[config.mk]
export PLATFORM = sky130hd
export DESIGN_NAME = flushControl
export DESIGN_NICKNAME = d
export VERILOG_FILES = /design/src/source/l2TilePkg.sv /design/src/source/flushControl.sv
export SDC_FILE = /design/constraint.sdc
export NUM_CORES = 1
export LEC_CHECK = 0
export ABC_CLOCK_PERIOD_IN_PS = 1000
export BUFFER_PORTS_ARGS = -buffer_cell sky130_fd_sc_hd__buf_2
export CAP_MARGIN = 20
export CORE_UTILIZATION = 18
export DETAILED_ROUTE_END_ITERATION = 12
export PLACE_DENSITY = 0.75
export REMOVE_ABC_BUFFERS = 1
export SLEW_MARGIN = 40
export SYNTH_ARGS = -nofsm -noshare
export SYNTH_HDL_FRONTEND = slang
export SYNTH_SLANG_ARGS = --single-unit
[constraint.sdc]
create_clock -name clock -period 1 [get_ports clock]
set_input_delay 0.2 -clock clock [delete_from_list [all_inputs] [get_ports clock]]
set_output_delay 0.2 -clock clock [all_outputs]
set_load 0.01 [all_outputs]
[src/source/l2TilePkg.sv]
package l2TilePkg;

	// ring slot fields
	localparam int RingSeqBits = 16;
	localparam int RingOpmBits = 16;
	localparam int RingAddrBits = 48;
	localparam int TileBits = 128;

	// tile address is ring address bits 31:4
	localparam int TileAddrBits = 28;
	localparam int TileIndexBits = 10;
	localparam int TileLines = 1 << TileIndexBits;
	localparam int GenerationBits = 4;
	localparam int TagEntryBits = TileAddrBits + GenerationBits + 1;

	// only the low byte of the operation mode is decoded
	localparam int OpmCodeBits = 8;
	localparam logic [OpmCodeBits-1:0] OpmIdle = 8'h00;
	localparam logic [OpmCodeBits-1:0] OpmLoadTile = 8'h93;
	localparam logic [OpmCodeBits-1:0] OpmStoreTile = 8'hA3;
	localparam logic [OpmCodeBits-1:0] OpmOkLoad = 8'h60;
	localparam logic [OpmCodeBits-1:0] OpmOkStore = 8'h70;
	localparam logic [OpmCodeBits-1:0] OpmFlush = 8'hF1;
	localparam logic [RingOpmBits-1:0] RingOpmIdle = {8'h00, OpmIdle};

	// flush slot marker in address bits 31:28 and 3:0
	localparam logic [3:0] FlushAddrTop = 4'hF;
	localparam logic [3:0] FlushAddrLow = 4'hE;

	// RAM when bits 29:24 differ from this and bits 31:30 equal RamTopRequired
	localparam logic [5:0] RamSelectNone = 6'h00;
	localparam logic [1:0] RamTopRequired = 2'b00;

	localparam logic [GenerationBits-1:0] GenerationFirst = 4'h1;

	// DDR port
	localparam int DdrAddrBits = 32;
	localparam int DdrOpmBits = 5;
	localparam int DdrOkBits = 2;
	localparam logic [DdrOpmBits-1:0] DdrReady = 5'b00000;
	localparam logic [DdrOpmBits-1:0] DdrReadTile = 5'b10111;
	localparam logic [DdrOpmBits-1:0] DdrWriteTile = 5'b11111;
	localparam logic [DdrOkBits-1:0] DdrStatusReady = 2'b00;
	localparam logic [DdrOkBits-1:0] DdrStatusOk = 2'b01;
	localparam logic [DdrOkBits-1:0] DdrStatusHold = 2'b10;

	// miss engine states
	localparam int MissStateBits = 3;
	localparam logic [MissStateBits-1:0] MissIdle = 3'd0;
	localparam logic [MissStateBits-1:0] MissWriteBack = 3'd1;
	localparam logic [MissStateBits-1:0] MissWaitReady = 3'd2;
	localparam logic [MissStateBits-1:0] MissRead = 3'd3;
	localparam logic [MissStateBits-1:0] MissFill = 3'd4;

endpackage
[src/source/flushControl.sv]
`timescale 1ns/1ns

module flushControl (
	input  logic clock,
	input  logic reset,
	input  logic [l2TilePkg::RingOpmBits-1:0] ringOpmIn,
	input  logic [l2TilePkg::RingAddrBits-1:0] ringAddrIn,
	output logic [l2TilePkg::GenerationBits-1:0] generation
);
	import l2TilePkg::*;

	logic flushSeen;
	logic [GenerationBits-1:0] nextGeneration;

	// zero is reserved for empty lines
	assign nextGeneration = (generation == '1) ? GenerationFirst : generation + GenerationBits'(1);

	always_ff @(posedge clock)
	begin
		if (reset)
		begin
			flushSeen <= 1'b0;
			generation <= GenerationFirst;
		end
		else
		begin
			flushSeen <= (ringOpmIn[OpmCodeBits-1:0] == OpmFlush) &&
				(ringAddrIn[31:28] == FlushAddrTop) && (ringAddrIn[3:0] == FlushAddrLow);
			if (flushSeen)
				generation <= nextGeneration;
		end
	end

endmodule

==> results of run 1 <==
[placed cells by master, fill, tap and decap left out, types with 2 or more instances in the layout]
master	netlist	routed
buf_2	0	19
nor2_1	4	4
nand3_1	3	3
clkbuf_4	0	3
dfxtp_2	0	3
buf_6	0	3
nand2_1	2	2
nand4b_1	2	2
dfxtp_1	5	2
[layer usage]
| metal | GRT usage (%) | routed length, um | up-vias |
|---|---|---|---|
| met5 | 0 | 0 | - |
| met1 | 9.34 | 240 | 129 |
| met3 | 3.47 | 64 | 2 |
| met4 | 10.3 | 13 | 0 |
| met2 | 17.5 | 309 | 21 |
| li1 | - | - | 154 |
[sequential cells by signal, indices dropped and copies added (netlist names)]
register    count
generation      4
flushSeen       1
[final cells by class]
class / instances / area share (%)
clock buffers: 4 / 6.07
multi-input cells: 21 / 34.4
flip-flops and latches: 5 / 24.0
well taps: 14 / 4.05
repair buffers: 23 / 31.5
[final timing paths]
check / to / slack [ns] / cells past startpoint
max: generation[2] / 0.002 / 4
min: generation[2] / 0.18 / 2
max reg2reg: generation[2] / 0.002 / 4
min reg2reg: generation[2] / 0.56 / 2
[Yosys cell counts]
master | number | area share, %
ha_1 | 1 | 5.1
a31oi_1 | 1 | 2.5
dfxtp_1 | 5 | 41
nand3_1 | 3 | 6.1
nor2_1 | 4 | 6.1
nand4b_1 | 2 | 7.1
mux2i_1 | 1 | 4.1
nor4b_2 | 1 | 6.1
a21oi_1 | 1 | 2.0
a41oi_1 | 1 | 3.6
nor3_1 | 1 | 2.0
o21bai_1 | 1 | 3.0
nor4_2 | 1 | 5.1
xor2_1 | 1 | 3.6
nand2_1 | 2 | 3.0
[power by group through the flow]
stage          clock, mW  combinational (mW)  sequential, mW
2_1_floorplan          0             0.00701           0.204
3_3_place_gp           0              0.0411           0.204
3_5_place_dp           0              0.0423           0.204
4_1_cts            0.245              0.0424           0.200
5_1_grt            0.261              0.0459           0.199
6_report           0.231              0.0415           0.200
[kinds of logic after synthesis]
| logic type | Yosys count | share of synthesized area [%] |
|---|---|---|
| DFF | 5 | 40.6 |
| AOI/OAI and AO/OA | 4 | 11.2 |
| adders and majority gates | 1 | 5.08 |
| muxes | 1 | 4.06 |
| xor gates and xnor gates | 1 | 3.55 |
| and+or+nand+nor | 14 | 35.5 |
[worst max-delay path, cell delays in order, from the launching register on]
cell and delay, ns:
dfxtp_2 0.37, ha_2 0.20, nand2_1 0.07, xor2_1 0.18
nor2_1 0.05
[what timing repair did]
action                     in CTS  in global routing
resized for setup               5                  2
setup endpoints to repair       2                  4
buffers inserted                0                  1
==> flow_summary.json, run 1 <==
{
  "dieArea_um2": 1520,
  "final_routed_wire_length_divided_by_cell_count_um": 9.37,
  "globalplace.congestion": 0.679,
  "worstSetupStartpoint": "generation[1]",
  "fin_crit_ns": 0.998,
  "yosysSeqAreaShare_pct": 40.6,
  "status": "complete, no violations",
  "post_drt_via_cell_ratio": 4.57,
  "num_vias": 306,
  "cts_buffer_depth": 2,
  "total_power_mw": 0.473,
  "irDropWorstVdd_mv": 0.438,
  "critical_path_fanouts_max": 5,
  "grt_start_max_net_pins": 7,
  "syn-instance-count": 26,
  "syn_to_final_growth_pct": 75.6,
  "required_ns": 1.12,
  "setup-tns-final_ns": 0,
  "final.period_utilization_pct": 99.8,
  "floorplan.initialDensity_pct": 20.8,
  "power.combinational.fraction_pct": 8.8,
  "instances_no_fill": 67,
  "grt_pass1_wl_um": 972,
  "max_cap_viol_count": 0,
  "detailed_place.area_um2": 384,
  "synth_area_um2": 246,
  "n_fill_cell": 119,
  "place.detailed.instances": 63,
  "setup_viol_count_final": 0,
  "regToRegStartpoint": "generation[1]",
  "number_of_remaining_drc_errors": 0,
  "htreeDepth": 1,
  "p_int_mw": 0.379,
  "grt_use_total_pct": 10.4,
  "hold_path.startpoint": "reset",
  "multi_input_comb_area_um2": 149,
  "yosys_warnings": 0,
  "share_clk_of_total_power_pct": 48.9,
  "n_antenna_cell": 0,
  "cts.sink_count": 5,
  "hold_slack_ns": 0.182,
  "grt.overflow.total": 0,
  "post_synth.cell_area_avg_um2": 9.48,
  "drv_slew": 0,
  "hold_violation_total_from_the_final_report": 0,
  "grt_pass1_vias": 268,
  "net-switching-power_mw": 0.0942,
  "crit_type": "flip-flop to flip-flop",
  "p_per_area_nw_per_um2": 1090,
  "io_pins": 70,
  "leak_nw": 0.190,
  "clock_transition_at_the_registers_of_the_reported_paths_ns": 0.04,
  "grt_setup_unrepaired": "true",
  "layout.area.seq_um2": 104,
  "setup_slack_ns": 0.00212,
  "yosysUniqueCellTypes": 15,
  "setup.worst_path.end_class": "flip-flop",
  "final.setup_skew_ns": 0.000723,
  "placeableCoreArea_um2": 1190,
  "fmax_ghz": 1.00,
  "finish.instance_area_um2": 433,
  "tritoncts.num_buffers": 3,
  "die_w_um": 39.0,
  "port-buffer-count": 21,
  "pin_slew_with_the_least_headroom_to_its_limit_ns": 0.203,
  "post-place-ws_ns": -0.0438,
  "cts_root_buffer_type": "clkbuf_4",
  "worst-endpoint-arrival_ns": 1.12,
  "timing.slew.headroom_pct": 86.5,
  "worst_hold_path_type": "primary input to flip-flop",
  "sequential_fraction_of_design_power_pct": 42.3,
  "wl_um": 628,
  "clk-insertion-delay-late_ns": 0.24,
  "die_height_um": 39.0,
  "antenna_found_initial": 0,
  "dp.final_hpwl_um": 506,
  "layout.core_utilization_pct": 36.5,
  "placement_rows": 12,
  "ys_ff_latch": 5,
  "postRouteAntennaNets": 0,
  "switching_share_pct": 19.9,
  "drive_gt1_share_pct": 60.4,
  "tritoncts": "done",
  "final_net_count": 121,
  "drt_iter0_markers": 3,
  "hold_bufs_at_cts": 0,
  "timing.critical_path.from_type": "flip-flop",
  "drt_first_pass_iters": 3
}
(Power assumes the default switching activity.)
==> inputs of run 2 (changes only) <==
--- a/constraint.sdc
+++ b/constraint.sdc
@@ -3,2 +3,2 @@
 set_output_delay 0.2 -clock clock [all_outputs]
-set_load 0.01 [all_outputs]
+set_load 0.05 [all_outputs]
==> run 2 against run 1 <==
  * Flip-flop and latch count is the same
  * Worst setup slack gained 0.029 ns
  * Clock skew grew 0.0044 ns
  * First-iteration DRC count grew 67%
  * Largest cell class unchanged
  * Sequential power shrank 3%
  * Critical path depth shrank 3
  * Routed wire length shrank 2.2%
  * Global-route usage grew 0.21 points
==> flow_summary.json, run 2 (same netlist as run 1, synthesis figures left out) <==
{
  "status": "complete, no violations",
  "syn_to_final_growth_pct": 81.7,
  "globalplace.congestion": 0.685,
  "cts_root_buffer_type": "clkbuf_4",
  "critical_path_fanouts_max": 5,
  "postRouteAntennaNets": 0,
  "worst_path_max_delay_cell": "dfxtp_4",
  "p_int_mw": 0.374,
  "flip_flop_count_of_the_largest_register_after_layout": 4,
  "switching_share_pct": 20.9,
  "dieArea_um2": 1520,
  "pin_slew_with_the_least_headroom_to_its_limit_ns": 0.213,
  "largest_registers_in_the_final_layout": "generation (4), flushSeen (1)",
  "hold_slack_ns": 0.177,
  "final.period_utilization_pct": 96.9,
  "placeableCoreArea_um2": 1190,
  "grt_pass1_vias": 250,
  "multi_input_comb_area_um2": 149,
  "sequential_fraction_of_design_power_pct": 41.2,
  "r2r-end": "generation[1]",
  "grt_setup_unrepaired": "true",
  "top_register": "generation",
  "timing.critical_path.from_type": "flip-flop",
  "worst_hold_path_type": "primary input to flip-flop",
  "drv_slew": 0,
  "final.setup_skew_ns": 0.00517,
  "leak_nw": 0.189,
  "grt_use_total_pct": 10.6,
  "worstSetupStartpoint": "generation[2]",
  "crit_family": "flip-flops",
  "timing.slew.headroom_pct": 85.8,
  "net-switching-power_mw": 0.0985,
  "detailed_place.area_um2": 377,
  "grt_pass1_wl_um": 959,
  "hold_bufs_at_cts": 0,
  "num_vias": 303,
  "n_antenna_cell": 0,
  "tritoncts.num_buffers": 3,
  "worst-path-buf-inv": 1,
  "die_w_um": 39.0,
  "layout.area.seq_um2": 110,
  "grt.overflow.total": 0,
  "post_drt_via_cell_ratio": 4.59,
  "layout.cells.most_common": "buf_2",
  "fin_crit_ns": 0.969,
  "finish.instance_area_um2": 448,
  "wl_um": 614,
  "io_pins": 70,
  "p_per_area_nw_per_um2": 1050,
  "final_routed_wire_length_divided_by_cell_count_um": 9.30,
  "max_cap_viol_count": 0,
  "cts.sink_count": 5,
  "cp-endpoint": "generation[2]",
  "floorplan.initialDensity_pct": 20.8,
  "share_clk_of_total_power_pct": 49.8,
  "hold_violation_total_from_the_final_report": 0,
  "clk-insertion-delay-late_ns": 0.25,
  "grt_start_max_net_pins": 7,
  "crit_type": "flip-flop to primary output",
  "final_net_count": 120,
  "n_fill_cell": 127,
  "placement_rows": 12,
  "setup_viol_count_final": 0,
  "drt_first_pass_iters": 3,
  "dp.final_hpwl_um": 443,
  "power.combinational.fraction_pct": 9.0,
  "clock_transition_at_the_registers_of_the_reported_paths_ns": 0.04,
  "cts_resized": 12,
  "worst-endpoint-arrival_ns": 0.77,
  "number_of_remaining_drc_errors": 0,
  "die_height_um": 39.0,
  "drive_gt1_share_pct": 61.5,
  "layout.core_utilization_pct": 37.8,
  "antenna_found_initial": 0,
  "post-cts-setup-buffer-count": 0,
  "cts_buffer_depth": 2,
  "tritoncts": "done",
  "regToRegStartpoint": "generation[1]",
  "ff2ff_setup_slack_ns": 0.07,
  "htreeDepth": 1,
  "layout_common_cells": "buf_2 (17), nor2_1 (4), nand3_1 (3), clkbuf_4 (3)",
  "worstPathCellList": "buf_8",
  "required_ns": 0.80,
  "total_power_mw": 0.472,
  "drt_iter0_markers": 5,
  "reg2regPathDepth": 3,
  "fmax_ghz": 1.03,
  "irDropWorstVdd_mv": 0.806,
  "cp_slowest_stage_delay_ns": 0.37,
  "cp.depth": 1,
  "setup-tns-final_ns": 0,
  "port-buffer-count": 21,
  "setup.worst_path.end_class": "primary output"
}
## run 2: cell types whose count changed in the layout (fill, tap and decap cells not counted)
cell / previous run / this run
dfxtp_2: 3 / 2
buf_8: 0 / 2
buf_6: 3 / 2
dfxtp_1: 2 / 1
buf_2: 19 / 17
dfxtp_4: 0 / 2
## run 2: how the worst min path moves through the flow
stage / startpoint / end / slack (ns) / cells past startpoint
final: reset / generation[2] / 0.18 / 2
after global routing: reset / generation[3] / 0.18 / 2
after CTS: reset / generation[2] / 0.17 / 2
after detailed placement: reset / generation[2] / 0.44 / 2
after global placement: reset / generation[2] / 0.44 / 2
after floorplan: reset / generation[1] / 0.27 / 1
## run 2: metal layers
layer / part of all wire, % / vias up / GRT usage (%) / routed length, um
met5: 0 / - / 0 / 0
met4: 1.3 / 0 / 5.17 / 8
met3: 13 / 2 / 10.4 / 79
met2: 46 / 25 / 14.6 / 284
met1: 39 / 123 / 10.3 / 242
li1: - / 153 / - / -
## run 2: layout make-up
class | instances | share of cell area (%)
Multi-Input combinational cell | 21 | 33.2
Timing Repair Buffer | 22 | 32.4
Sequential cell | 5 | 24.6
Clock buffer | 4 | 5.87
Tap cell | 14 | 3.91
## run 2: stage by stage
step | instances | setup slack (ns)
2_1_floorplan | 26 | -0.310
3_3_place_gp | 62 | -0.0123
3_5_place_dp | 62 | -0.0270
4_1_cts | 66 | 0.00388
5_1_grt | 66 | -0.00899
6_report | 66 | 0.0314
## run 2: power by group through the flow
stage,logic [mW],registers (mW),clock network [mW]
finish,0.0423,0.195,0.235
global route,0.0469,0.194,0.263
CTS,0.0427,0.200,0.245
floorplan,0.00701,0.204,0
detailed placement,0.0423,0.204,0
global placement,0.0411,0.204,0
