`config.mk`:
```
export PLATFORM = sky130hd
export DESIGN_NAME = missEngine
export DESIGN_NICKNAME = d
export VERILOG_FILES = /design/src/source/l2TilePkg.sv /design/src/source/missEngine.sv
export SDC_FILE = /design/constraint.sdc
export NUM_CORES = 1
export LEC_CHECK = 0
export BUFFER_PORTS_ARGS = -buffer_cell sky130_fd_sc_hd__buf_2
export CORE_AREA = 2 2 253 255
export CTS_BUF_LIST = sky130_fd_sc_hd__clkbuf_4 sky130_fd_sc_hd__clkbuf_8
export DETAILED_ROUTE_END_ITERATION = 7
export DIE_AREA = 0 0 255 257
export PLACE_DENSITY_LB_ADDON = 0.05
export SYNTH_ARGS = -nofsm -noshare
export SYNTH_HDL_FRONTEND = slang
export SYNTH_SLANG_ARGS = --single-unit
```
`constraint.sdc`:
```
create_clock -name clock -period 27.7 [get_ports clock]
set_input_delay 1.385 -clock clock [delete_from_list [all_inputs] [get_ports clock]]
set_output_delay 1.385 -clock clock [all_outputs]
set_load 0.1 [all_outputs]
```
`src/source/l2TilePkg.sv`:
```
package l2TilePkg;

	// ring slot fields
	localparam int RingSeqBits = 16;
	localparam int RingOpmBits = 16;
	localparam int RingAddrBits = 48;
	localparam int TileBits = 128;

	// tile address is ring address bits 31:4
	localparam int TileAddrBits = 28;
	localparam int TileIndexBits = 10;
	localparam int TileLines = 1 << TileIndexBits;
	localparam int GenerationBits = 4;
	localparam int TagEntryBits = TileAddrBits + GenerationBits + 1;

	// only the low byte of the operation mode is decoded
	localparam int OpmCodeBits = 8;
	localparam logic [OpmCodeBits-1:0] OpmIdle = 8'h00;
	localparam logic [OpmCodeBits-1:0] OpmLoadTile = 8'h93;
	localparam logic [OpmCodeBits-1:0] OpmStoreTile = 8'hA3;
	localparam logic [OpmCodeBits-1:0] OpmOkLoad = 8'h60;
	localparam logic [OpmCodeBits-1:0] OpmOkStore = 8'h70;
	localparam logic [OpmCodeBits-1:0] OpmFlush = 8'hF1;
	localparam logic [RingOpmBits-1:0] RingOpmIdle = {8'h00, OpmIdle};

	// flush slot marker in address bits 31:28 and 3:0
	localparam logic [3:0] FlushAddrTop = 4'hF;
	localparam logic [3:0] FlushAddrLow = 4'hE;

	// RAM when bits 29:24 differ from this and bits 31:30 equal RamTopRequired
	localparam logic [5:0] RamSelectNone = 6'h00;
	localparam logic [1:0] RamTopRequired = 2'b00;

	localparam logic [GenerationBits-1:0] GenerationFirst = 4'h1;

	// DDR port
	localparam int DdrAddrBits = 32;
	localparam int DdrOpmBits = 5;
	localparam int DdrOkBits = 2;
	localparam logic [DdrOpmBits-1:0] DdrReady = 5'b00000;
	localparam logic [DdrOpmBits-1:0] DdrReadTile = 5'b10111;
	localparam logic [DdrOpmBits-1:0] DdrWriteTile = 5'b11111;
	localparam logic [DdrOkBits-1:0] DdrStatusReady = 2'b00;
	localparam logic [DdrOkBits-1:0] DdrStatusOk = 2'b01;
	localparam logic [DdrOkBits-1:0] DdrStatusHold = 2'b10;

	// miss engine states
	localparam int MissStateBits = 3;
	localparam logic [MissStateBits-1:0] MissIdle = 3'd0;
	localparam logic [MissStateBits-1:0] MissWriteBack = 3'd1;
	localparam logic [MissStateBits-1:0] MissWaitReady = 3'd2;
	localparam logic [MissStateBits-1:0] MissRead = 3'd3;
	localparam logic [MissStateBits-1:0] MissFill = 3'd4;

endpackage
```
`src/source/missEngine.sv`:
```
`timescale 1ns/1ns

module missEngine (
	input  logic clock,
	input  logic reset,
	input  logic missStart,
	input  logic [l2TilePkg::TileIndexBits-1:0] missIndex,
	input  logic [l2TilePkg::TileAddrBits-1:0] missTag,
	input  logic [l2TilePkg::TileBits-1:0] victimTile,
	input  logic [l2TilePkg::TileAddrBits-1:0] victimTag,
	input  logic victimDirty,
	output logic missBusy,
	output logic fillValid,
	output logic [l2TilePkg::TileIndexBits-1:0] fillIndex,
	output logic [l2TilePkg::TileAddrBits-1:0] fillTag,
	output logic [l2TilePkg::TileBits-1:0] fillTile,
	output logic [l2TilePkg::DdrAddrBits-1:0] ddrAddr,
	output logic [l2TilePkg::DdrOpmBits-1:0] ddrOpm,
	output logic [l2TilePkg::TileBits-1:0] ddrDataOut,
	input  logic [l2TilePkg::TileBits-1:0] ddrDataIn,
	input  logic [l2TilePkg::DdrOkBits-1:0] ddrOk
);
	import l2TilePkg::*;

	logic [MissStateBits-1:0] state;
	logic readyToIssue;
	logic ddrDone;

	assign missBusy = (state != MissIdle);
	assign fillValid = (state == MissFill);
	// new command only from a quiet port, completion on OK
	assign readyToIssue = (ddrOpm == DdrReady) && (ddrOk == DdrStatusReady);
	assign ddrDone = (ddrOpm != DdrReady) && (ddrOk == DdrStatusOk);

	always_ff @(posedge clock)
	begin
		if (reset)
		begin
			state <= MissIdle;
			ddrOpm <= DdrReady;
		end
		else
		begin
			case (state)
				MissIdle:
				begin
					if (missStart)
					begin
						fillIndex <= missIndex;
						fillTag <= missTag;
						ddrDataOut <= victimTile;
						ddrAddr <= {victimDirty ? victimTag : missTag, 4'b0000};
						state <= victimDirty ? MissWriteBack : MissRead;
					end
				end
				MissWriteBack:
				begin
					if (readyToIssue)
						ddrOpm <= DdrWriteTile;
					else if (ddrDone)
					begin
						ddrOpm <= DdrReady;
						state <= MissWaitReady;
					end
				end
				// let the port settle before the refill read
				MissWaitReady:
				begin
					if (ddrOk == DdrStatusReady)
					begin
						ddrAddr <= {fillTag, 4'b0000};
						state <= MissRead;
					end
				end
				MissRead:
				begin
					if (readyToIssue)
						ddrOpm <= DdrReadTile;
					else if (ddrDone)
					begin
						fillTile <= ddrDataIn;
						ddrOpm <= DdrReady;
						state <= MissFill;
					end
				end
				default:
					state <= MissIdle;
			endcase
		end
	end

endmodule

```
==> qor.yml, run 1 <==
status: "finished clean"
core_mm2: 0.06274
crit_family: "buffers and inverters"
first_pass_iters: 4
port_buffers: 656
rows: 92
cp_max_fo: 66
syn_inst: 461
switchingPower_w: 0.0003677
hold_depth: 1
die_w_um: 255
tightest_slew_ns: 1.048
ys_warn_count: 0
crit_arrival_ns: 4.10
skew_ns: 0.01738
cts_inserted_buffers: 66
vdd_drop_max_mv: 0.03596
power.share.clock_pct: 39.3
end_kind: "register"
slowest_delay_ns: 0.80
finish.utilization_pct: 25.95
io_pins: 661
synth_top_cell_by_area: "edfxtp_1"
cts.sink_count: 330
r2r_setup_slack_ns: 24.27
post-cts-setup-buffers: 0
area_growth_pct: 52.54
grt_pass1_vias: 7693
vias_per_cell: 3.445
cp.required_ns: 27.92
yosysSeqAreaShare_pct: 92.09
vias: 7172
startpoint_type: "input port"
dieArea_mm2: 0.06554
rsz0062_at_grt: "false"
maxCapViolCount: 0
clkTransAtPathRegs_ns: 0.06
layout.nets: 1507
whs_endpoint: "ddrOpm[3]"
p_leak_nw: 6.627
power_w: 0.001232
mostFrequentLayoutCell: "buf_2"
cts_buffer_depth: 3
hold_viol_final: 0
dpl.hpwl_mm: 32.35
placed_cells: 1957
h-tree-depth: 3
grt_pass1_wl_mm: 56.40
cts_root_buf: "clkbuf_8"
cts_tree: "yes"
relSlewSlack_pct: 30.15
period_needed_ns: 3.876
postRouteAntennaNets: 0
setup-violations-final: 0
cpMostUsedCell: "buf_4"
synth_flop_cell: "edfxtp_1"
hold-worst-slack_ns: 0.4937
syn_avg_cell_area_um2: 23.15
seqPwrFrac_pct: 46.6
synthArstFlopShare_pct: 0
grt_max_degree: 67
synthesis.area_mm2: 0.01067
cts_hold_buf: 0
critPathKind: "in2reg"
insertion_delay_ns: 0.60
fin_crit_sh_pct: 13.99
r2r_cells: 5
r2r-start: "state[1]"
drv_slew: 0
start_util_pct: 17.01
internal_power_w: 0.0008644
timing.hold.worst.start: "ddrOpm[3]"
wire_per_inst_um: 20.25
wirelength_mm: 42.17
critPathBufInv: 4
hold_path_class: "reg2reg"
r2r_end: "ddrDataOut[114]"
place.gp.congestion: 0.7315
fin_setup_tns_ns: 0
power_density_mw_per_mm2: 75.68
ys_seq_elements: 330
crit_chain: "buf_2, nor2b_1, nor4b_2, buf_4, buf_4, buf_4"
yosysTopAreaCellShare_pct: 90.59
combPwrFrac_pct: 14.1
instances_no_fill: 2082
layout-drive-gt1-share_pct: 63.08
p_sw_share_pct: 29.84
synth_edf_count: 322
antenna_found_initial: 26
cts-resized-gates: 0
fmax_ghz: 0.2580
synthTopCellsByArea: "edfxtp_1, mux2i_1, dfxtp_1"
crit_slowest_cell: "buf_4"
drc: 0
track_usage_pct: 12.35
die_h_um: 257
synthDistinctLibCells: 24
drt_iter0_markers: 347
grt-ovfl-total: 0
layout_common_cells: "buf_2, edfxtp_1, clkbuf_8"
==> power groups by stage <==
| stage | logic [W] | registers [W] | clock network [W] |
|---|---|---|---|
| after global placement | 0.000177 | 0.000585 | 0 |
| after CTS | 0.000176 | 0.000574 | 0.000516 |
| final | 0.000173 | 0.000574 | 0.000485 |
| after floorplan | 0.0000229 | 0.000697 | 0 |
| after global routing | 0.000181 | 0.000576 | 0.000533 |
| after detailed placement | 0.000176 | 0.000584 | 0 |
==> cells by family (layout without fill, tap and decap cells) <==
kind of cell           after synthesis  count (layout)  share of synthesized area [%]
other                                1              13                        0.03513
flip-flops                         330             330                          92.09
AO/OA/AOI/OAI                       38              38                          2.180
multiplexers                        29              29                          2.720
AND/OR/NAND/NOR                     45              45                          2.110
buffers and inverters               18             781                         0.8674
==> layer usage <==
metal | vias to the layer above | part of all wire [%] | GRT usage (%)
met5 | - | 0.41 | 0
met4 | 26 | 2.5 | 4.776
met3 | 96 | 15 | 8.072
met2 | 466 | 50 | 21.66
met1 | 3309 | 32 | 11.20
li1 | 3275 | - | -
==> worst max path at each step <==
stage                     slack [ns]              end  cells after the start      start
after floorplan                 7.96    ddrDataOut[0]                      1      reset
after global placement         23.09  ddrDataOut[104]                      6  missStart
after detailed placement       23.10  ddrDataOut[104]                      6  missStart
after CTS                      23.81  ddrDataOut[114]                      6  missStart
after global routing           23.58   ddrDataOut[49]                      6  missStart
final                          23.82  ddrDataOut[114]                      6  missStart
==> worst register-to-register path, cell delays in order (launching register included) <==
cell and delay, ns:
dfxtp_1 0.39, nor2b_1 0.17, nor4b_2 0.20, buf_4 0.65, buf_4 0.87, buf_4 0.75
==> synth_stat cells, types with 2 or more instances <==
cell type    n
edfxtp_1   322
mux2i_1     29
o21ai_1     29
nand2_1     28
buf_2        8
dfxtp_1      8
o21a_1       5
buf_4        4
clkbuf_1     4
nor3b_1      4
a21oi_1      2
and3_1       2
inv_1        2
nor2_1       2
nor4_1       2
or3_1        2
==> flip-flops by register name, indices dropped and copies added (netlist names) <==
signal and cells:
ddrDataOut 128, fillTile 128, fillTag 28, state 3, ddrOpm 5, fillIndex 10, ddrAddr 28
==> area by class of cell <==
| class | count | area (um^2) |
|---|---|---|
| Sequential cell | 330 | 9829 |
| Clock inverter | 22 | 111.4 |
| Tap cell | 846 | 1059 |
| Multi-Input combinational cell | 116 | 785.8 |
| Clock buffer | 94 | 1131 |
| Timing Repair Buffer | 663 | 3336 |
| Antenna cell | 9 | 22.52 |
| Inverter | 2 | 7.507 |
| Fill cell | 6625 | 46450 |
==> per-stage QoR <==
stage	worst slack (ns)	instance area (um^2)
2_1_floorplan	7.960	10690
3_3_place_gp	23.09	15020
3_5_place_dp	23.10	15020
4_1_cts	23.81	16260
5_1_grt	23.58	16270
6_report	23.82	16280
Note: power is estimated with default switching activity, not from simulation.
==> run 2: changes to the inputs <==
Clock period 27.7 ns to 3.85 ns, I/O delays scaled along.
==> qor.yml, run 2 (same netlist as run 1, synthesis figures left out) <==
status: "finished clean"
end_kind: "register"
cts_buffer_depth: 3  # unchanged
wl_met3_mm: 5.830  # -6.9%
reg.largest.list: "ddrDataOut x128, fillTile x128"
wire_per_inst_um: 17.54  # -13%
h-tree-depth: 3  # unchanged
postRouteAntennaNets: 0  # unchanged
tightest_slew_ns: 1.022  # -0.02585 ns
core_mm2: 0.06274  # unchanged
layout_common_cells: "buf_2, dlygate4sd3_1, edfxtp_1"
cts_root_buf: "clkbuf_8"
hold_viol_final: 0  # unchanged
clkTransAtPathRegs_ns: 0.05  # about the same
power_density_mw_per_mm2: 468.3  # +520%
crit_slowest_cell: "dfxtp_1"
met1_length_mm: 14.16  # +4.0%
critPathKind: "reg2reg"
fin_setup_tns_ns: 0  # unchanged
vias_per_cell: 3.455  # +0.31%
die_h_um: 257  # unchanged
fmax_ghz: 0.4364
slowest_delay_ns: 0.56  # -0.24 ns
placed_cells: 1960  # +0.15%
post-cts-setup-buffers: 0  # unchanged
rsz0062_at_grt: "false"
grt_max_degree: 121  # +81%
area_growth_pct: 83.81
place.gp.congestion: 0.7034  # -3.8%
grt-ovfl-total: 0  # unchanged
crit_chain: "o2111a_2, and3_4, buf_12"
fin_crit_sh_pct: 59.52
wirelength_mm: 42.19  # about the same
port_buffers: 656  # unchanged
cts_tree: "yes"
cp_max_fo: 69  # +4.5%
wl_met2_mm: 20.78  # -1.3%
skew_ns: 0.03195  # +0.01457 ns
track_usage_pct: 12.47  # +0.13 points
die_w_um: 255  # unchanged
vias: 8310  # +16%
p_leak_nw: 8.014  # +21%
mostFrequentLayoutCell: "buf_2"
relSlewSlack_pct: 31.87  # +1.7 points
antenna_found_initial: 10  # -62%
layout.nets: 1838  # +22%
power_w: 0.009188  # +650%
cts_inserted_buffers: 68  # +3.0%
cp.required_ns: 4.10  # -23.82 ns
finish.utilization_pct: 31.27  # +5.3 points
startpoint_type: "register"
grt_pass1_wl_mm: 59.18  # +4.9%
layout-drive-gt1-share_pct: 50.03  # -13 points
maxCapViolCount: 0  # unchanged
hold_path_class: "in2reg"
start_util_pct: 17.01  # unchanged
insertion_delay_ns: 0.63  # +0.03 ns
setup-violations-final: 0  # unchanged
dpl.hpwl_mm: 31.30  # -3.2%
vdd_drop_max_mv: 0.2493  # +590%
hold-worst-slack_ns: 0.08796  # -0.4058 ns
instances_no_fill: 2405  # +16%
drt_iter0_markers: 307  # -12%
crit_arrival_ns: 2.54  # -1.56 ns
grt_pass1_vias: 9146  # +19%
io_pins: 661  # unchanged
routed.top_layer: "met5"
drv_slew: 0  # unchanged
cts.sink_count: 330  # unchanged
drc: 0  # unchanged
dieArea_mm2: 0.06554  # unchanged
rows: 92  # unchanged
first_pass_iters: 4  # unchanged
period_needed_ns: 2.292
==> run 2: worst paths after layout <==
kind	startpoint	endpoint	slack, ns	cells after the start
worst min-delay path	ddrOk[1]	state[1]	0.09	4
worst max-delay path	state[0]	fillTile[48]	1.56	3
worst min register to register	ddrOpm[0]	ddrOpm[0]	0.48	1
worst max register to register	state[0]	fillTile[48]	1.56	3
==> run 2: cell type report <==
class,instances,area (um^2)
inverters,2,7.507
multi-input cells,116,802.0
clock buffers,95,1145
repair buffers,992,6646
well taps,846,1059
diodes,6,15.01
clock inverters,18,116.4
fillers,6394,43120
flip-flops and latches,330,9829
==> run 2: repair_timing <==
item                                    in CTS  in global routing
hold buffers                               326                  0
hold endpoints to repair                   329                  0
gates resized for setup                      0                  0
endpoints found under the setup margin       0                  0
==> run 2: worst max-delay path, delay by kind of cell, from the launching register on <==
family	cells	cell delay, ns
AOI/OAI and AO/OA	1	0.36
and+or+nand+nor	1	0.54
buffers and inverters	1	0.38
DFF	1	0.56
==> run 2: where the power goes <==
part	leakage (nW)	total [W]	internal (W)	switching (W)
combinational	4.35	0.00153	0.000454	0.00108
clock	0.661	0.00352	0.00197	0.00155
sequential	3.01	0.00413	0.00410	0.0000387
==> run 2: layer usage <==
metal | global-route usage (%) | up-vias
met5 | 0 | -
met4 | 4.922 | 8
met3 | 7.718 | 88
met2 | 21.57 | 477
met1 | 11.81 | 3808
li1 | - | 3929
==> run 2: metrics by stage <==
stage                     area (um^2)  worst slack, ns
after floorplan                 10720           -2.423
after global placement          15080            1.541
after detailed placement        15080            1.511
after CTS                       19610            1.500
after global routing            19620            1.371
final                           19620            1.558
