**config.mk**
```make
export PLATFORM = sky130hd
export DESIGN_NAME = ringLookup
export DESIGN_NICKNAME = d
export VERILOG_FILES = /design/src/source/l2TilePkg.sv /design/src/source/ringLookup.sv
export SDC_FILE = /design/constraint.sdc
export NUM_CORES = 1
export LEC_CHECK = 0
export BUFFER_PORTS_ARGS = -buffer_cell sky130_fd_sc_hd__buf_2
export CAP_MARGIN = 10
export CORE_AREA = 2 2 441 443
export CTS_CLUSTER_SIZE = 8
export DETAILED_ROUTE_END_ITERATION = 7
export DIE_AREA = 0 0 443 445
export GPL_TIMING_DRIVEN = 1
export MAX_ROUTING_LAYER = met4
export PLACE_DENSITY_LB_ADDON = 0.05
export REMOVE_ABC_BUFFERS = 1
export SLEW_MARGIN = 20
export SYNTH_ARGS = -nofsm -noshare
export SYNTH_HDL_FRONTEND = slang
export SYNTH_SLANG_ARGS = --single-unit
```
**constraint.sdc**
```tcl
create_clock -name clock -period 1.9 [get_ports clock]
set_clock_uncertainty 0.05 [all_clocks]
set_input_delay 0.19 -clock clock [delete_from_list [all_inputs] [get_ports clock]]
set_output_delay 0.19 -clock clock [all_outputs]
set_load 0.03 [all_outputs]
```
**src/source/l2TilePkg.sv**
```systemverilog
package l2TilePkg;

	// ring slot fields
	localparam int RingSeqBits = 16;
	localparam int RingOpmBits = 16;
	localparam int RingAddrBits = 48;
	localparam int TileBits = 128;

	// tile address is ring address bits 31:4
	localparam int TileAddrBits = 28;
	localparam int TileIndexBits = 10;
	localparam int TileLines = 1 << TileIndexBits;
	localparam int GenerationBits = 4;
	localparam int TagEntryBits = TileAddrBits + GenerationBits + 1;

	// only the low byte of the operation mode is decoded
	localparam int OpmCodeBits = 8;
	localparam logic [OpmCodeBits-1:0] OpmIdle = 8'h00;
	localparam logic [OpmCodeBits-1:0] OpmLoadTile = 8'h93;
	localparam logic [OpmCodeBits-1:0] OpmStoreTile = 8'hA3;
	localparam logic [OpmCodeBits-1:0] OpmOkLoad = 8'h60;
	localparam logic [OpmCodeBits-1:0] OpmOkStore = 8'h70;
	localparam logic [OpmCodeBits-1:0] OpmFlush = 8'hF1;
	localparam logic [RingOpmBits-1:0] RingOpmIdle = {8'h00, OpmIdle};

	// flush slot marker in address bits 31:28 and 3:0
	localparam logic [3:0] FlushAddrTop = 4'hF;
	localparam logic [3:0] FlushAddrLow = 4'hE;

	// RAM when bits 29:24 differ from this and bits 31:30 equal RamTopRequired
	localparam logic [5:0] RamSelectNone = 6'h00;
	localparam logic [1:0] RamTopRequired = 2'b00;

	localparam logic [GenerationBits-1:0] GenerationFirst = 4'h1;

	// DDR port
	localparam int DdrAddrBits = 32;
	localparam int DdrOpmBits = 5;
	localparam int DdrOkBits = 2;
	localparam logic [DdrOpmBits-1:0] DdrReady = 5'b00000;
	localparam logic [DdrOpmBits-1:0] DdrReadTile = 5'b10111;
	localparam logic [DdrOpmBits-1:0] DdrWriteTile = 5'b11111;
	localparam logic [DdrOkBits-1:0] DdrStatusReady = 2'b00;
	localparam logic [DdrOkBits-1:0] DdrStatusOk = 2'b01;
	localparam logic [DdrOkBits-1:0] DdrStatusHold = 2'b10;

	// miss engine states
	localparam int MissStateBits = 3;
	localparam logic [MissStateBits-1:0] MissIdle = 3'd0;
	localparam logic [MissStateBits-1:0] MissWriteBack = 3'd1;
	localparam logic [MissStateBits-1:0] MissWaitReady = 3'd2;
	localparam logic [MissStateBits-1:0] MissRead = 3'd3;
	localparam logic [MissStateBits-1:0] MissFill = 3'd4;

endpackage
```
**src/source/ringLookup.sv**
```systemverilog
`timescale 1ns/1ns

module ringLookup (
	input  logic clock,
	input  logic reset,
	input  logic [l2TilePkg::RingSeqBits-1:0] ringSeqIn,
	input  logic [l2TilePkg::RingOpmBits-1:0] ringOpmIn,
	input  logic [l2TilePkg::RingAddrBits-1:0] ringAddrIn,
	input  logic [l2TilePkg::TileBits-1:0] ringDataIn,
	output logic [l2TilePkg::RingSeqBits-1:0] ringSeqOut,
	output logic [l2TilePkg::RingOpmBits-1:0] ringOpmOut,
	output logic [l2TilePkg::RingAddrBits-1:0] ringAddrOut,
	output logic [l2TilePkg::TileBits-1:0] ringDataOut,
	input  logic [l2TilePkg::GenerationBits-1:0] generation,
	output logic [l2TilePkg::TileIndexBits-1:0] readIndex,
	input  logic [l2TilePkg::TileBits-1:0] readTile,
	input  logic [l2TilePkg::TileAddrBits-1:0] readTag,
	input  logic [l2TilePkg::GenerationBits-1:0] readGeneration,
	input  logic readDirty,
	output logic writeEnable,
	output logic [l2TilePkg::TileIndexBits-1:0] writeIndex,
	output logic [l2TilePkg::TileBits-1:0] writeTile,
	output logic [l2TilePkg::TileAddrBits-1:0] writeTag,
	output logic [l2TilePkg::GenerationBits-1:0] writeGeneration,
	output logic writeDirty,
	output logic missStart,
	output logic [l2TilePkg::TileIndexBits-1:0] missIndex,
	output logic [l2TilePkg::TileAddrBits-1:0] missTag,
	output logic [l2TilePkg::TileBits-1:0] victimTile,
	output logic [l2TilePkg::TileAddrBits-1:0] victimTag,
	output logic victimDirty,
	input  logic missBusy,
	input  logic fillValid,
	input  logic [l2TilePkg::TileIndexBits-1:0] fillIndex,
	input  logic [l2TilePkg::TileAddrBits-1:0] fillTag,
	input  logic [l2TilePkg::TileBits-1:0] fillTile
);
	import l2TilePkg::*;

	logic [TileAddrBits-1:0] tileAddrIn;
	logic inRam;
	logic [RingSeqBits-1:0] s1Seq;
	logic [RingOpmBits-1:0] s1Opm;
	logic [RingAddrBits-1:0] s1Addr;
	logic [TileBits-1:0] s1Data;
	logic [TileIndexBits-1:0] s1Index;
	logic s1Load;
	logic s1Store;
	logic [TileAddrBits-1:0] s1Tag;
	logic hit;
	logic hazard;
	logic storeAllocate;
	logic loadAnswer;
	logic storeAnswer;
	logic lastWriteEnable;
	logic [TileIndexBits-1:0] lastWriteIndex;
	logic [RingSeqBits-1:0] s2Seq;
	logic [RingOpmBits-1:0] s2Opm;
	logic [RingAddrBits-1:0] s2Addr;
	logic [TileBits-1:0] s2Data;
	logic [TileBits-1:0] s2Tile;
	logic s2Answer;
	logic s2Store;

	// index hash folds two ten-bit slices of the tile address
	assign tileAddrIn = ringAddrIn[31:4];
	assign readIndex = tileAddrIn[TileIndexBits-1:0] ^ tileAddrIn[2*TileIndexBits-1:TileIndexBits];
	assign inRam = (ringAddrIn[29:24] != RamSelectNone) && (ringAddrIn[31:30] == RamTopRequired);

	always_ff @(posedge clock)
	begin
		s1Seq <= ringSeqIn;
		s1Addr <= ringAddrIn;
		s1Data <= ringDataIn;
		s1Index <= readIndex;
		if (reset)
		begin
			s1Opm <= RingOpmIdle;
			s1Load <= 1'b0;
			s1Store <= 1'b0;
		end
		else
		begin
			s1Opm <= ringOpmIn;
			s1Load <= inRam && (ringOpmIn[OpmCodeBits-1:0] == OpmLoadTile);
			s1Store <= inRam && (ringOpmIn[OpmCodeBits-1:0] == OpmStoreTile);
		end
	end

	// stage 2 sees the line read for this slot
	assign s1Tag = s1Addr[31:4];
	assign hit = (readTag == s1Tag) && (readGeneration == generation);
	// read data is stale if this index was just written or is being refilled
	assign hazard = fillValid || (lastWriteEnable && (lastWriteIndex == s1Index)) ||
		(missBusy && (fillIndex == s1Index));
	assign storeAllocate = s1Store && (hit || !readDirty);
	assign loadAnswer = s1Load && hit && !hazard;
	assign storeAnswer = storeAllocate && !hazard;
	assign missStart = ((s1Load && !hit) || (s1Store && !storeAllocate)) && !hazard && !missBusy;

	assign missIndex = s1Index;
	assign missTag = s1Tag;
	assign victimTile = readTile;
	assign victimTag = readTag;
	assign victimDirty = readDirty;

	// refill wins the write port
	always_comb
	begin
		writeEnable = fillValid || storeAnswer;
		writeGeneration = generation;
		if (fillValid)
		begin
			writeIndex = fillIndex;
			writeTile = fillTile;
			writeTag = fillTag;
			writeDirty = 1'b0;
		end
		else
		begin
			writeIndex = s1Index;
			writeTile = s1Data;
			writeTag = s1Tag;
			writeDirty = 1'b1;
		end
	end

	always_ff @(posedge clock)
	begin
		s2Seq <= s1Seq;
		s2Addr <= s1Addr;
		s2Data <= s1Data;
		s2Tile <= readTile;
		s2Store <= s1Store;
		lastWriteIndex <= writeIndex;
		if (reset)
		begin
			s2Opm <= RingOpmIdle;
			s2Answer <= 1'b0;
			lastWriteEnable <= 1'b0;
		end
		else
		begin
			s2Opm <= s1Opm;
			s2Answer <= loadAnswer || storeAnswer;
			lastWriteEnable <= writeEnable;
		end
	end

	// stage 3, answered slots carry the old tile and an OK code
	always_ff @(posedge clock)
	begin
		ringSeqOut <= s2Seq;
		ringAddrOut <= s2Addr;
		ringDataOut <= s2Answer ? s2Tile : s2Data;
		if (reset)
			ringOpmOut <= RingOpmIdle;
		else if (s2Answer)
			ringOpmOut <= {s2Opm[RingOpmBits-1:OpmCodeBits], s2Store ? OpmOkStore : OpmOkLoad};
		else
			ringOpmOut <= s2Opm;
	end

endmodule

```
==> results of run 1 <==
==> worst min path at each step <==
stage,to,start,depth (start not counted)
5_1_grt,s2Answer,fillValid,4
6_report,s2Answer,fillValid,4
3_5_place_dp,s1Addr[35],ringAddrIn[35],1
4_1_cts,s2Answer,fillValid,4
3_3_place_gp,s1Addr[32],ringAddrIn[32],1
2_1_floorplan,s1Addr[0],ringAddrIn[0],0
==> per-stage QoR <==
| step | hold slack, ns | cell area, um^2 | cells |
|---|---|---|---|
| finish | 0.0297 | 38300 | 5633 |
| detailed placement | 0.244 | 29700 | 4981 |
| global route | -0.0229 | 38300 | 5633 |
| floorplan | 0.168 | 20000 | 1233 |
| CTS | -0.0636 | 38100 | 5610 |
| global placement | 0.243 | 29700 | 4981 |
==> metal layers <==
metal  track usage (%)  up-vias
li1                  -     7841
met1              9.62     7796
met2              19.9      666
met3              3.44      174
met4              4.23        0
met5                 -        -
==> report_power, final <==
group / leakage (nW) / switching [mW] / total (mW) / internal, mW
clock network: 1.49 / 7.28 / 17.9 / 10.6
logic: 8.83 / 3.08 / 5.40 / 2.32
registers: 6.55 / 0.362 / 17.6 / 17.2
total: 16.9 / 10.7 / 40.9 / 30.2
==> repair_timing <==
action                                 in CTS  in global routing
pin swaps                                  12                  0
setup buffers                               9                 25
endpoints found under the hold margin     381                  1
cloned                                      0                  0
resized for setup                         183                 34
setup endpoints to repair                  45                 37
==> final cells by class <==
class                      instances  area [um^2]  area share (%)
multi-input combinational        454         4660            12.2
inverter                           2         7.51          0.0196
clock inverter                    11          120           0.313
antenna                           10         25.0          0.0653
tap                             2526         3160            8.24
sequential                       777        15600            40.8
clock buffer                     132         2930            7.64
timing repair buffer            1721        11800            30.8
==> logic make-up after synthesis <==
| kind of cell | count (synthesis) | share of synthesized area [%] |
|---|---|---|
| xor gates and xnor gates | 62 | 2.51 |
| buffers and inverters | 230 | 7.40 |
| AOI/OAI and AO/OA | 5 | 0.168 |
| DFF | 777 | 72.0 |
| muxes | 295 | 15.4 |
| and+or+nand+nor | 92 | 2.55 |
==> flip-flops by register name, summed over array words and instances, names as in the netlist, 10 cells and up <==
signal	cells
lastWriteIndex	10
missIndex	10
ringAddrOut	48
ringSeqOut	16
s2Seq	16
s1Opm	16
s2Tile	128
ringDataOut	128
s1Addr	48
s2Addr	48
s1Data	128
s2Data	128
ringOpmOut	16
s2Opm	16
s1Seq	16
==> synthesized netlist by cell type (all sizes together) <==
master   number
nand4        11
clkbuf       17
xnor2        20
inv           2
and2          5
nand2         3
dfxtp       777
o2bb2ai       1
mux2i         1
nor2         10
a21o          1
xor2         42
mux2        294
buf         211
nor4         11
o32a          1
nor3b         3
nor3          4
nor4b         3
o21ai         1
nor2b        40
nand3         2
a21oi         1
==> critical path: stages, from the launching register on <==
cell and delay [ns]:
dfxtp_2 0.33, xor2_2 0.15, nor4_4 0.40, buf_4 0.19
nand4_1 0.12, buf_4 0.18, nor2_4 0.12, nor4b_4 0.06
buf_6 0.15
==> run metrics, run 1 <==
violated checks negative setup slack; DRC viols 0; Syn. warnings 0; FP Rows 161; r2r startpoint s1Addr[20]; Met2 Wirelength 57.8 mm; all-layer global routing usage between 10% and 20%; routability congestion estimate slightly below 0.8; Die ar. about 200000 um^2; Clock Sinks around 780; sequential area share after synthesis a little under three quarters; metal1 wirelength about 35 mm; f_max ~0.38 GHz; slew margin rel. around two thirds; top sig layer met4; area growth from synthesis to layout 77.4%; period utilization 139%; share of the synthesized area in the top cell type 72.0%; number of fill cells in the layout approximately 21000; Worst Setup SP s1Addr[30]; Post-Syn Area per Cell about 15 um^2; r2r endpoint s2Answer; die width 443 um; Final TNS setup -1.56 ns; Slew @ Worst Pin 0.501 ns; layout cell share with drive strength beyond 1 55.6%; WP data arrival about 2.4 ns; vias in the first global route about 18000; Post-Syn Instances ~1500; pwr dens 1070 nW/um^2; Die Ht ~450 um; GRT Residual Overflow 0; DR iter-0 viols between 400 and 500; # H-tree levels 3; Slew Limit Fails 0; FF+latch count, synth ~780; final core occ 20.0%; DR vias/cell a little under 3; critical path type reg2out; Hold Violations, Final 0; first-pass detailed-route iteration total 4; met3 WL around 7.4 mm; crit path to missStart; core area roughly 190000 um^2; unrepaired setup endpoints after global routing true; # IOs between 1000 and 1500; root buf cell clkbuf_16; hold buffers post-CTS around 480; Max Cap Viol 0; status finished, violations left; critical path launch point type flip-flop; leading area contributor after synthesis dfxtp_1; clock-pin slew on the worst setup and hold paths ~0.050 ns; synth top area cells dfxtp_1 72%, mux2_2 15%, buf_4 6.6%; largest net degree at the start of global routing 23; HP Class in2reg; Antenna Nets Post-Route 0; Total Power between 40 and 50 mW; mapped cell area 21600 um^2; DR vias ~16000; Leak approximately 17 nW; Max VDD drop around 0.59 mV; most common cell after layout, fill and taps aside buf_2; min Tclk post-route about 2.6 ns; Num CTS Buffers ~110; most frequent cells in the layout 1087 x buf_2, 735 x dfxtp_1, 477 x dlygate4sd3_1, 269 x mux2_2, 112 x clkbuf_16; mean routed wirelength per cell around 18 um; initial core utilization 11.3%; final worst slack -0.747 ns; Data required, critical path 1.66 ns; global-route wire length before repair approximately 140 mm; fin nets approximately 3600; reg2reg setup slack -0.08 ns; clk_lat worst skew 0.71 ns; port buffer count around 1100; final WL between 100 and 150 mm; maximum buffer depth of the clock tree 3; R2R depth 6; Detail Placement HPWL roughly 84 mm; Crit. End Element output pin; initial antenna violation count 16; worst-path fanout max 2; Final setup viols 4; Yosys cell types 26; CTS tree built; pre-CTS setup slack -0.583 ns
Power figures use the tool's default switching activity.
==> inputs of run 2 (changes only) <==
--- a/config.mk
+++ b/config.mk
@@ -5,16 +5,18 @@
 export SDC_FILE = /design/constraint.sdc
 export NUM_CORES = 1
 export LEC_CHECK = 0
+export ABC_AREA = 1
 export BUFFER_PORTS_ARGS = -buffer_cell sky130_fd_sc_hd__buf_2
 export CAP_MARGIN = 10
-export CORE_AREA = 2 2 441 443
+export CORE_AREA = 2 2 440 442
 export CTS_CLUSTER_SIZE = 8
 export DETAILED_ROUTE_END_ITERATION = 7
-export DIE_AREA = 0 0 443 445
+export DIE_AREA = 0 0 442 444
 export GPL_TIMING_DRIVEN = 1
 export MAX_ROUTING_LAYER = met4
 export PLACE_DENSITY_LB_ADDON = 0.05
 export REMOVE_ABC_BUFFERS = 1
+export SETUP_SLACK_MARGIN = 0.15
 export SLEW_MARGIN = 20
 export SYNTH_ARGS = -nofsm -noshare
 export SYNTH_HDL_FRONTEND = slang
==> run metrics, run 2 <==
status finished, violations left (unchanged); violated checks negative hold slack, negative setup slack (was negative setup slack); Syn. warnings 0 (unchanged); pwr dens 1060 nW/um^2 (was 1070 nW/um^2); HP Class in2reg (unchanged); period utilization 130% (was 139%); number of fill cells in the layout 21400 (was 21100); Worst Setup SP s1Addr[14] (was s1Addr[30]); Final Non-Filler Cells 6418 (was 5633); initial antenna violation count 22 (was 16); critical path launch point type flip-flop (unchanged); post-placement cell count 5755 (was 4981); Yosys cell types 26 (unchanged); slew margin rel. 63.4% (was 66.5%); initial core utilization 11.6% (was 11.3%); FP Rows 161 (unchanged); root buf cell clkbuf_16 (unchanged); vias in the first global route 20600 (was 18500); DRC viols 0 (unchanged); area growth from synthesis to layout 76.5% (was 77.4%); Antenna Nets Post-Route 0 (unchanged); P_int 30.5 mW (was 30.2 mW); CTS tree built (unchanged); final worst slack -0.563 ns (was -0.747 ns); Most used DFF post-synth dfxtp_1 (unchanged); mapped cell area 22200 um^2 (was 21600 um^2); critical-path cell with the highest stage delay dfxtp_2 (was nor4_4); area of the multi-input gates 4830 um^2 (was 4660 um^2); Leak 18.9 nW (was 16.9 nW); switching power 11.0 mW (was 10.7 mW); Clock power frac 44.4% (was 43.8%); fin nets 4390 (was 3611); Reg area 15700 um^2 (was 15600 um^2); synth top area cells dfxtp_1 70%, nand2_1 16%, buf_4 6.4% (was dfxtp_1 72%, mux2_2 15%, buf_4 6.6%); Hold Violations, Final 2 (was 0); share of the synthesized area in the top cell type 70.0% (was 72.0%); Slew Limit Fails 0 (unchanged); Max VDD drop 0.731 mV (was 0.588 mV); DR vias 19300 (was 16500); area of placed instances 30000 um^2 (was 29700 um^2); Slew @ Worst Pin 0.549 ns (was 0.501 ns); Min-Delay Endpoint s2Answer (unchanged); Post-Syn Instances 2297 (was 1461); most used cell, CP nand2_2 (was buf_4); largest net degree at the start of global routing 78 (was 23); clk_lat worst skew 0.72 ns (was 0.71 ns); final core occ 20.5% (was 20.0%); routability congestion estimate 0.767 (was 0.792); Die Ht 444 um (was 445 um); number of synthesized flops with an enable pin 0 (unchanged); GRT Residual Overflow 0 (unchanged); Detail Placement HPWL 84.2 mm (was 84.4 mm); min Tclk post-route 2.46 ns (was 2.65 ns); unrepaired setup endpoints after global routing true (unchanged); FF+latch count, synth 777 (unchanged); DR vias/cell 3.01 (was 2.93); Final TNS setup -1.09 ns (was -1.56 ns); ranking of synthesized cells by instance count 959 x nand2_1, 777 x dfxtp_1, 189 x buf_4 (was 777 x dfxtp_1, 294 x mux2_2, 189 x buf_4); r2r endpoint s2Answer (unchanged); Data required, critical path 1.66 ns (about the same); r2r startpoint s1Addr[14] (was s1Addr[20]); f_max 0.406 GHz (was 0.378 GHz); # IOs 1129 (unchanged); mean routed wirelength per cell 16.9 um (was 18.5 um); most frequent cells in the layout 1000 x buf_2, 912 x nand2_1, 713 x dfxtp_1, 484 x dlygate4sd3_1 (was 1087 x buf_2, 735 x dfxtp_1, 477 x dlygate4sd3_1, 269 x mux2_2, 112 x clkbuf_16); Cell Chain, Critical Path inv_2 > nand2_2 > nand2_2 > nor2_4 > buf_6 > nand2_4 > nor2_4 > buf_6 > nand2_4 > inv_2 > nand2_2 > nand2_2 > nand2_2 > nand2_2 > buf_6 (was xor2_2 > nor4_4 > buf_4 > nand4_1 > buf_4 > nor2_4 > nor4b_4 > buf_6); leading area contributor after synthesis dfxtp_1 (unchanged); Clock Sinks 777 (unchanged); fraction of synthesis flops using an asynchronous set or reset pin 0% (unchanged); die width 442 um (was 443 um); Num CTS Buffers 112 (unchanged); core area 192000 um^2 (about the same); DR iter-0 viols 568 (was 416); Post-Syn Area per Cell 9.68 um^2 (was 14.8 um^2); critical path type reg2out (unchanged); hold buffers post-CTS 484 (was 477); Logic pwr share 13.3% (was 13.2%); hold slack -0.0455 ns (was 0.0297 ns); worst-path fanout max 3 (was 2); global-route wire length before repair 149 mm (was 141 mm); sequential area share after synthesis 70.0% (was 72.0%); all-layer global routing usage 11.0% (was 10.5%); CP peak stage delay 0.35 ns (was 0.40 ns); register share of total power 42.2% (was 43.0%); most common cell after layout, fill and taps aside buf_2 (unchanged); final WL 108 mm (was 104 mm); worst path bufs/invs 5 (was 3); Final setup viols 2 (was 4); clock-pin slew on the worst setup and hold paths 0.05 ns (about the same); maximum buffer depth of the clock tree 3 (unchanged); Hold Startpoint readDirty (was fillValid); R2R depth 15 (was 6); reg2reg setup slack 0.03 ns (was -0.08 ns); Switching Share 26.6% (was 26.2%); # H-tree levels 3 (unchanged); WP data arrival 2.22 ns (was 2.41 ns); port buffer count 1128 (unchanged); Total Power 41.5 mW (was 40.9 mW); hold path cells 6 (was 4); cell family with most CP delay simple AND/OR/NAND/NOR gates (unchanged); post-route cell area 39200 um^2 (was 38300 um^2); Max Cap Viol 0 (unchanged); layout cell share with drive strength beyond 1 39.3% (was 55.6%); first-pass detailed-route iteration total 4 (unchanged); most frequent cell after synthesis nand2_1 (was dfxtp_1); Crit. End Element output pin (unchanged); Die ar. 196000 um^2 (was 197000 um^2)
## run 2: routing by layer
metal | wire length [um] | vias up | share of wire (%) | track usage (%)
li1 | - | 9787 | - | -
met1 | 40500 | 8689 | 37 | 10.9
met2 | 56800 | 694 | 52 | 19.9
met3 | 7430 | 169 | 6.9 | 3.75
met4 | 3550 | 0 | 3.3 | 3.83
met5 | 0 | - | 0 | -
## run 2: worst max path at each step
stage / endpoint / slack [ns] / depth (start not counted)
global route: writeEnable / -0.81 / 15
global placement: writeEnable / -0.35 / 15
CTS: writeEnable / -0.77 / 15
finish: writeEnable / -0.56 / 15
floorplan: ringOpmOut[4] / -3.33 / 3
detailed placement: writeEnable / -0.37 / 15
## run 2: cell type report
type	count	area share [%]
Sequential cell	777	40.0
Antenna cell	17	0.108
Clock inverter	7	0.284
Inverter	133	1.34
Clock buffer	135	7.63
Multi-Input combinational cell	1127	12.3
Timing Repair Buffer	1696	30.3
Tap cell	2526	8.06
## run 2: repair_timing
action / in CTS / in global routing
buffers inserted: 13 / 7
endpoints found under the setup margin: 110 / 77
gates resized for setup: 354 / 99
endpoints found under the hold margin: 384 / 2
cloned: 0 / 0
pin swaps: 23 / 18
## run 2: worst min-delay path, cell delays in order
cell	delay [ns]
buf_2	0.14
nand2_2	0.06
nand2_2	0.06
buf_4	0.10
buf_6	0.09
a21oi_2	0.04
## run 2: cells by family after synthesis
group | after synthesis | share of synthesized area (%)
buffers and inverters | 393 | 10.0
AOI/OAI and AO/OA | 38 | 0.923
and+or+nand+nor | 1068 | 18.2
DFF | 777 | 70.0
xor gates and xnor gates | 21 | 0.827
## run 2: power groups by stage
stage / Sequential, mW / Combinational [mW] / Clock (mW)
finish: 17.5 / 5.54 / 18.5
global route: 17.6 / 5.93 / 20.1
CTS: 17.5 / 5.62 / 19.6
detailed placement: 17.9 / 4.49 / 0
global placement: 17.8 / 4.54 / 0
floorplan: 18.3 / 1.27 / 0
## run 2: per-stage QoR
step / hold slack, ns / setup slack, ns
after floorplan: 0.168 / -3.33
final: -0.0455 / -0.563
after detailed placement: 0.244 / -0.370
after global placement: 0.244 / -0.350
after global routing: -0.0935 / -0.814
after CTS: -0.225 / -0.766
==> inputs of run 3 (changes only) <==
==> constraint.sdc (replaced) <==
create_clock -name clock -period 2.2 [get_ports clock]
set_clock_uncertainty 0.05 [all_clocks]
set_input_delay 0.22 -clock clock [delete_from_list [all_inputs] [get_ports clock]]
set_output_delay 0.22 -clock clock [all_outputs]
set_load 0.03 [all_outputs]
==> run metrics, run 3 (synthesis results as in run 2) <==
status finished, violations left (unchanged); violated checks negative setup slack (was negative hold slack, negative setup slack); global-route wire length before repair 148 mm (was 149 mm); maximum buffer depth of the clock tree 3 (unchanged); clock-pin slew on the worst setup and hold paths 0.05 ns (about the same); initial antenna violation count 19 (was 22); layout cell share with drive strength beyond 1 36.0% (was 39.3%); Crit. End Element output pin (unchanged); critical path type reg2out (unchanged); switching power 9.55 mW (was 11.0 mW); Final TNS setup -0.877 ns (was -1.09 ns); CTS tree built (unchanged); Antenna Nets Post-Route 0 (unchanged); largest net degree at the start of global routing 73 (was 78); f_max around 0.41 GHz; Final setup viols 4 (was 2); final WL 108 mm (about the same); Hold Violations, Final 0 (was 2); most frequent cells in the layout 1112 x buf_2, 943 x nand2_1, 758 x dfxtp_1, 467 x dlygate4sd3_1, 127 x inv_1 (was 1000 x buf_2, 912 x nand2_1, 713 x dfxtp_1, 484 x dlygate4sd3_1); DR vias/cell 3.00 (was 3.01); port buffer count 1128 (unchanged); Final Non-Filler Cells 6369 (was 6418); WP data arrival 2.18 ns (was 2.22 ns); most common cell after layout, fill and taps aside buf_2 (unchanged); Max VDD drop 0.580 mV (was 0.731 mV); min Tclk post-route about 2.5 ns; area growth from synthesis to layout 71.0% (was 76.5%); die width 442 um (unchanged); Clock power frac 44.9% (was 44.4%); # IOs 1129 (unchanged); worst-path fanout max 4 (was 3); mean routed wirelength per cell 16.9 um (about the same); DR vias 19100 (was 19300); Clock Sinks 777 (unchanged); # H-tree levels 3 (unchanged); Slew Limit Fails 0 (unchanged); grt peak-use layer met2 (unchanged); M2 GR Usage 19.7% (was 19.9%); Detail Placement HPWL 83.5 mm (was 84.2 mm); first-pass detailed-route iteration total 4 (unchanged); routability congestion estimate 0.774 (was 0.767); Data required, critical path 1.93 ns (was 1.66 ns); critical path launch point type flip-flop (unchanged); met3 Use GR 3.48% (was 3.75%); HP Class in2reg (unchanged); GRT Residual Overflow 0 (unchanged); DRC viols 0 (unchanged); initial core utilization 11.6% (unchanged); Leak 18.6 nW (was 18.9 nW); core area 192000 um^2 (unchanged); register share of total power 42.5% (was 42.2%); root buf cell clkbuf_16 (unchanged); Switching Share 26.8% (was 26.6%); P_int 26.1 mW (was 30.5 mW); hold path cells 8 (was 6); slew margin rel. 62.5% (was 63.4%); Logic pwr share 12.6% (was 13.3%); number of fill cells in the layout 21400 (about the same); final worst slack -0.253 ns (was -0.563 ns); R2R depth 22 (was 15); FP Rows 161 (unchanged); period utilization 112%; Num CTS Buffers 111 (was 112); unrepaired setup endpoints after global routing true (unchanged); Die ar. 196000 um^2 (unchanged); pwr dens 937 nW/um^2 (was 1060 nW/um^2); all-layer global routing usage 11.0% (about the same); Max Cap Viol 0 (unchanged); Slew @ Worst Pin 0.563 ns (was 0.549 ns); fin nets 4347 (was 4390); post-placement cell count 5736 (was 5755); M1 GR Usage 11.1% (was 10.9%); clk_lat worst skew 0.73 ns (was 0.72 ns); Die Ht 444 um (unchanged); vias in the first global route 20100 (was 20600); DR iter-0 viols 445 (was 568)
==> run 3: cell types whose count changed in the layout (fill, tap and decap cells not counted), sizes merged <==
cell	previous run	this run
buf	1199	1187
clkbuf	148	132
clkinv	3	2
clkinvlp	0	1
diode	17	12
dlygate4sd3	484	467
inv	135	136
==> run 3: layout make-up <==
cell class              instances  area (um^2)  area share (%)
well taps                    2526         3160            8.31
inverters                     133          509            1.34
multi-input cells            1127         4570            12.0
repair buffers               1654        11000            29.0
clock buffers                 132         2970            7.81
diodes                         12         30.0          0.0790
clock inverters                 8          151           0.398
flip-flops and latches        777        15600            41.0
==> run 3: timing repair <==
item / 4_1_cts / 5_1_grt
pin swaps: 11 / 10
endpoints found under the hold margin: 374 / 0
setup endpoints to repair: 16 / 8
gates resized for setup: 71 / 26
hold buffers: 467 / 0
setup buffers: 11 / 3
==> run 3: path summary, 6_finish.rpt <==
path,startpoint,endpoint,slack (ns)
hold reg to reg,s1Addr[46],s2Addr[46],0.27
setup reg to reg,s1Addr[14],s2Answer,-0.21
setup / recovery,s1Addr[14],writeEnable,-0.25
hold / removal,readTag[3],s2Answer,0.07
==> run 3: layer usage <==
metal / routed length, um / up-vias
li1: - / 9702
met1: 40700 / 8589
met2: 56400 / 687
met3: 7760 / 157
met4: 3120 / 0
met5: 0 / -
==> run 3: worst max-delay path, cell delays in order, from the launching register on <==
cell and delay (ns):
dfxtp_4 0.35, inv_2 0.04, nand2_2 0.05, nand2_2 0.07, nor2_4 0.15, nand2_1 0.08
nor2_2 0.13, buf_6 0.12, nand2_4 0.04, inv_2 0.05, nand2_2 0.05, nand2_2 0.07
nand2_4 0.05, nand2_2 0.06, buf_6 0.13
==> run 3: through the flow <==
step	setup slack [ns]	instance area (um^2)	utilization [%]	hold slack (ns)	total power [mW]
final	-0.253	38000	19.8	0.0741	35.6
after global routing	-0.463	38000	19.8	0.0248	37.5
after CTS	-0.406	37900	19.8	0.000272	36.7
after detailed placement	0.0573	29800	15.6	0.262	19.3
after global placement	0.0290	29800	15.6	0.261	19.3
after floorplan	-3.03	20500	-	0.198	16.9
==> run 3: power groups by stage <==
stage	Clock [mW]	Combinational, mW	Sequential [mW]
floorplan	0	1.09	15.8
global placement	0	3.89	15.4
detailed placement	0	3.85	15.4
CTS	17.0	4.60	15.1
global route	17.5	4.81	15.2
finish	16.0	4.48	15.1
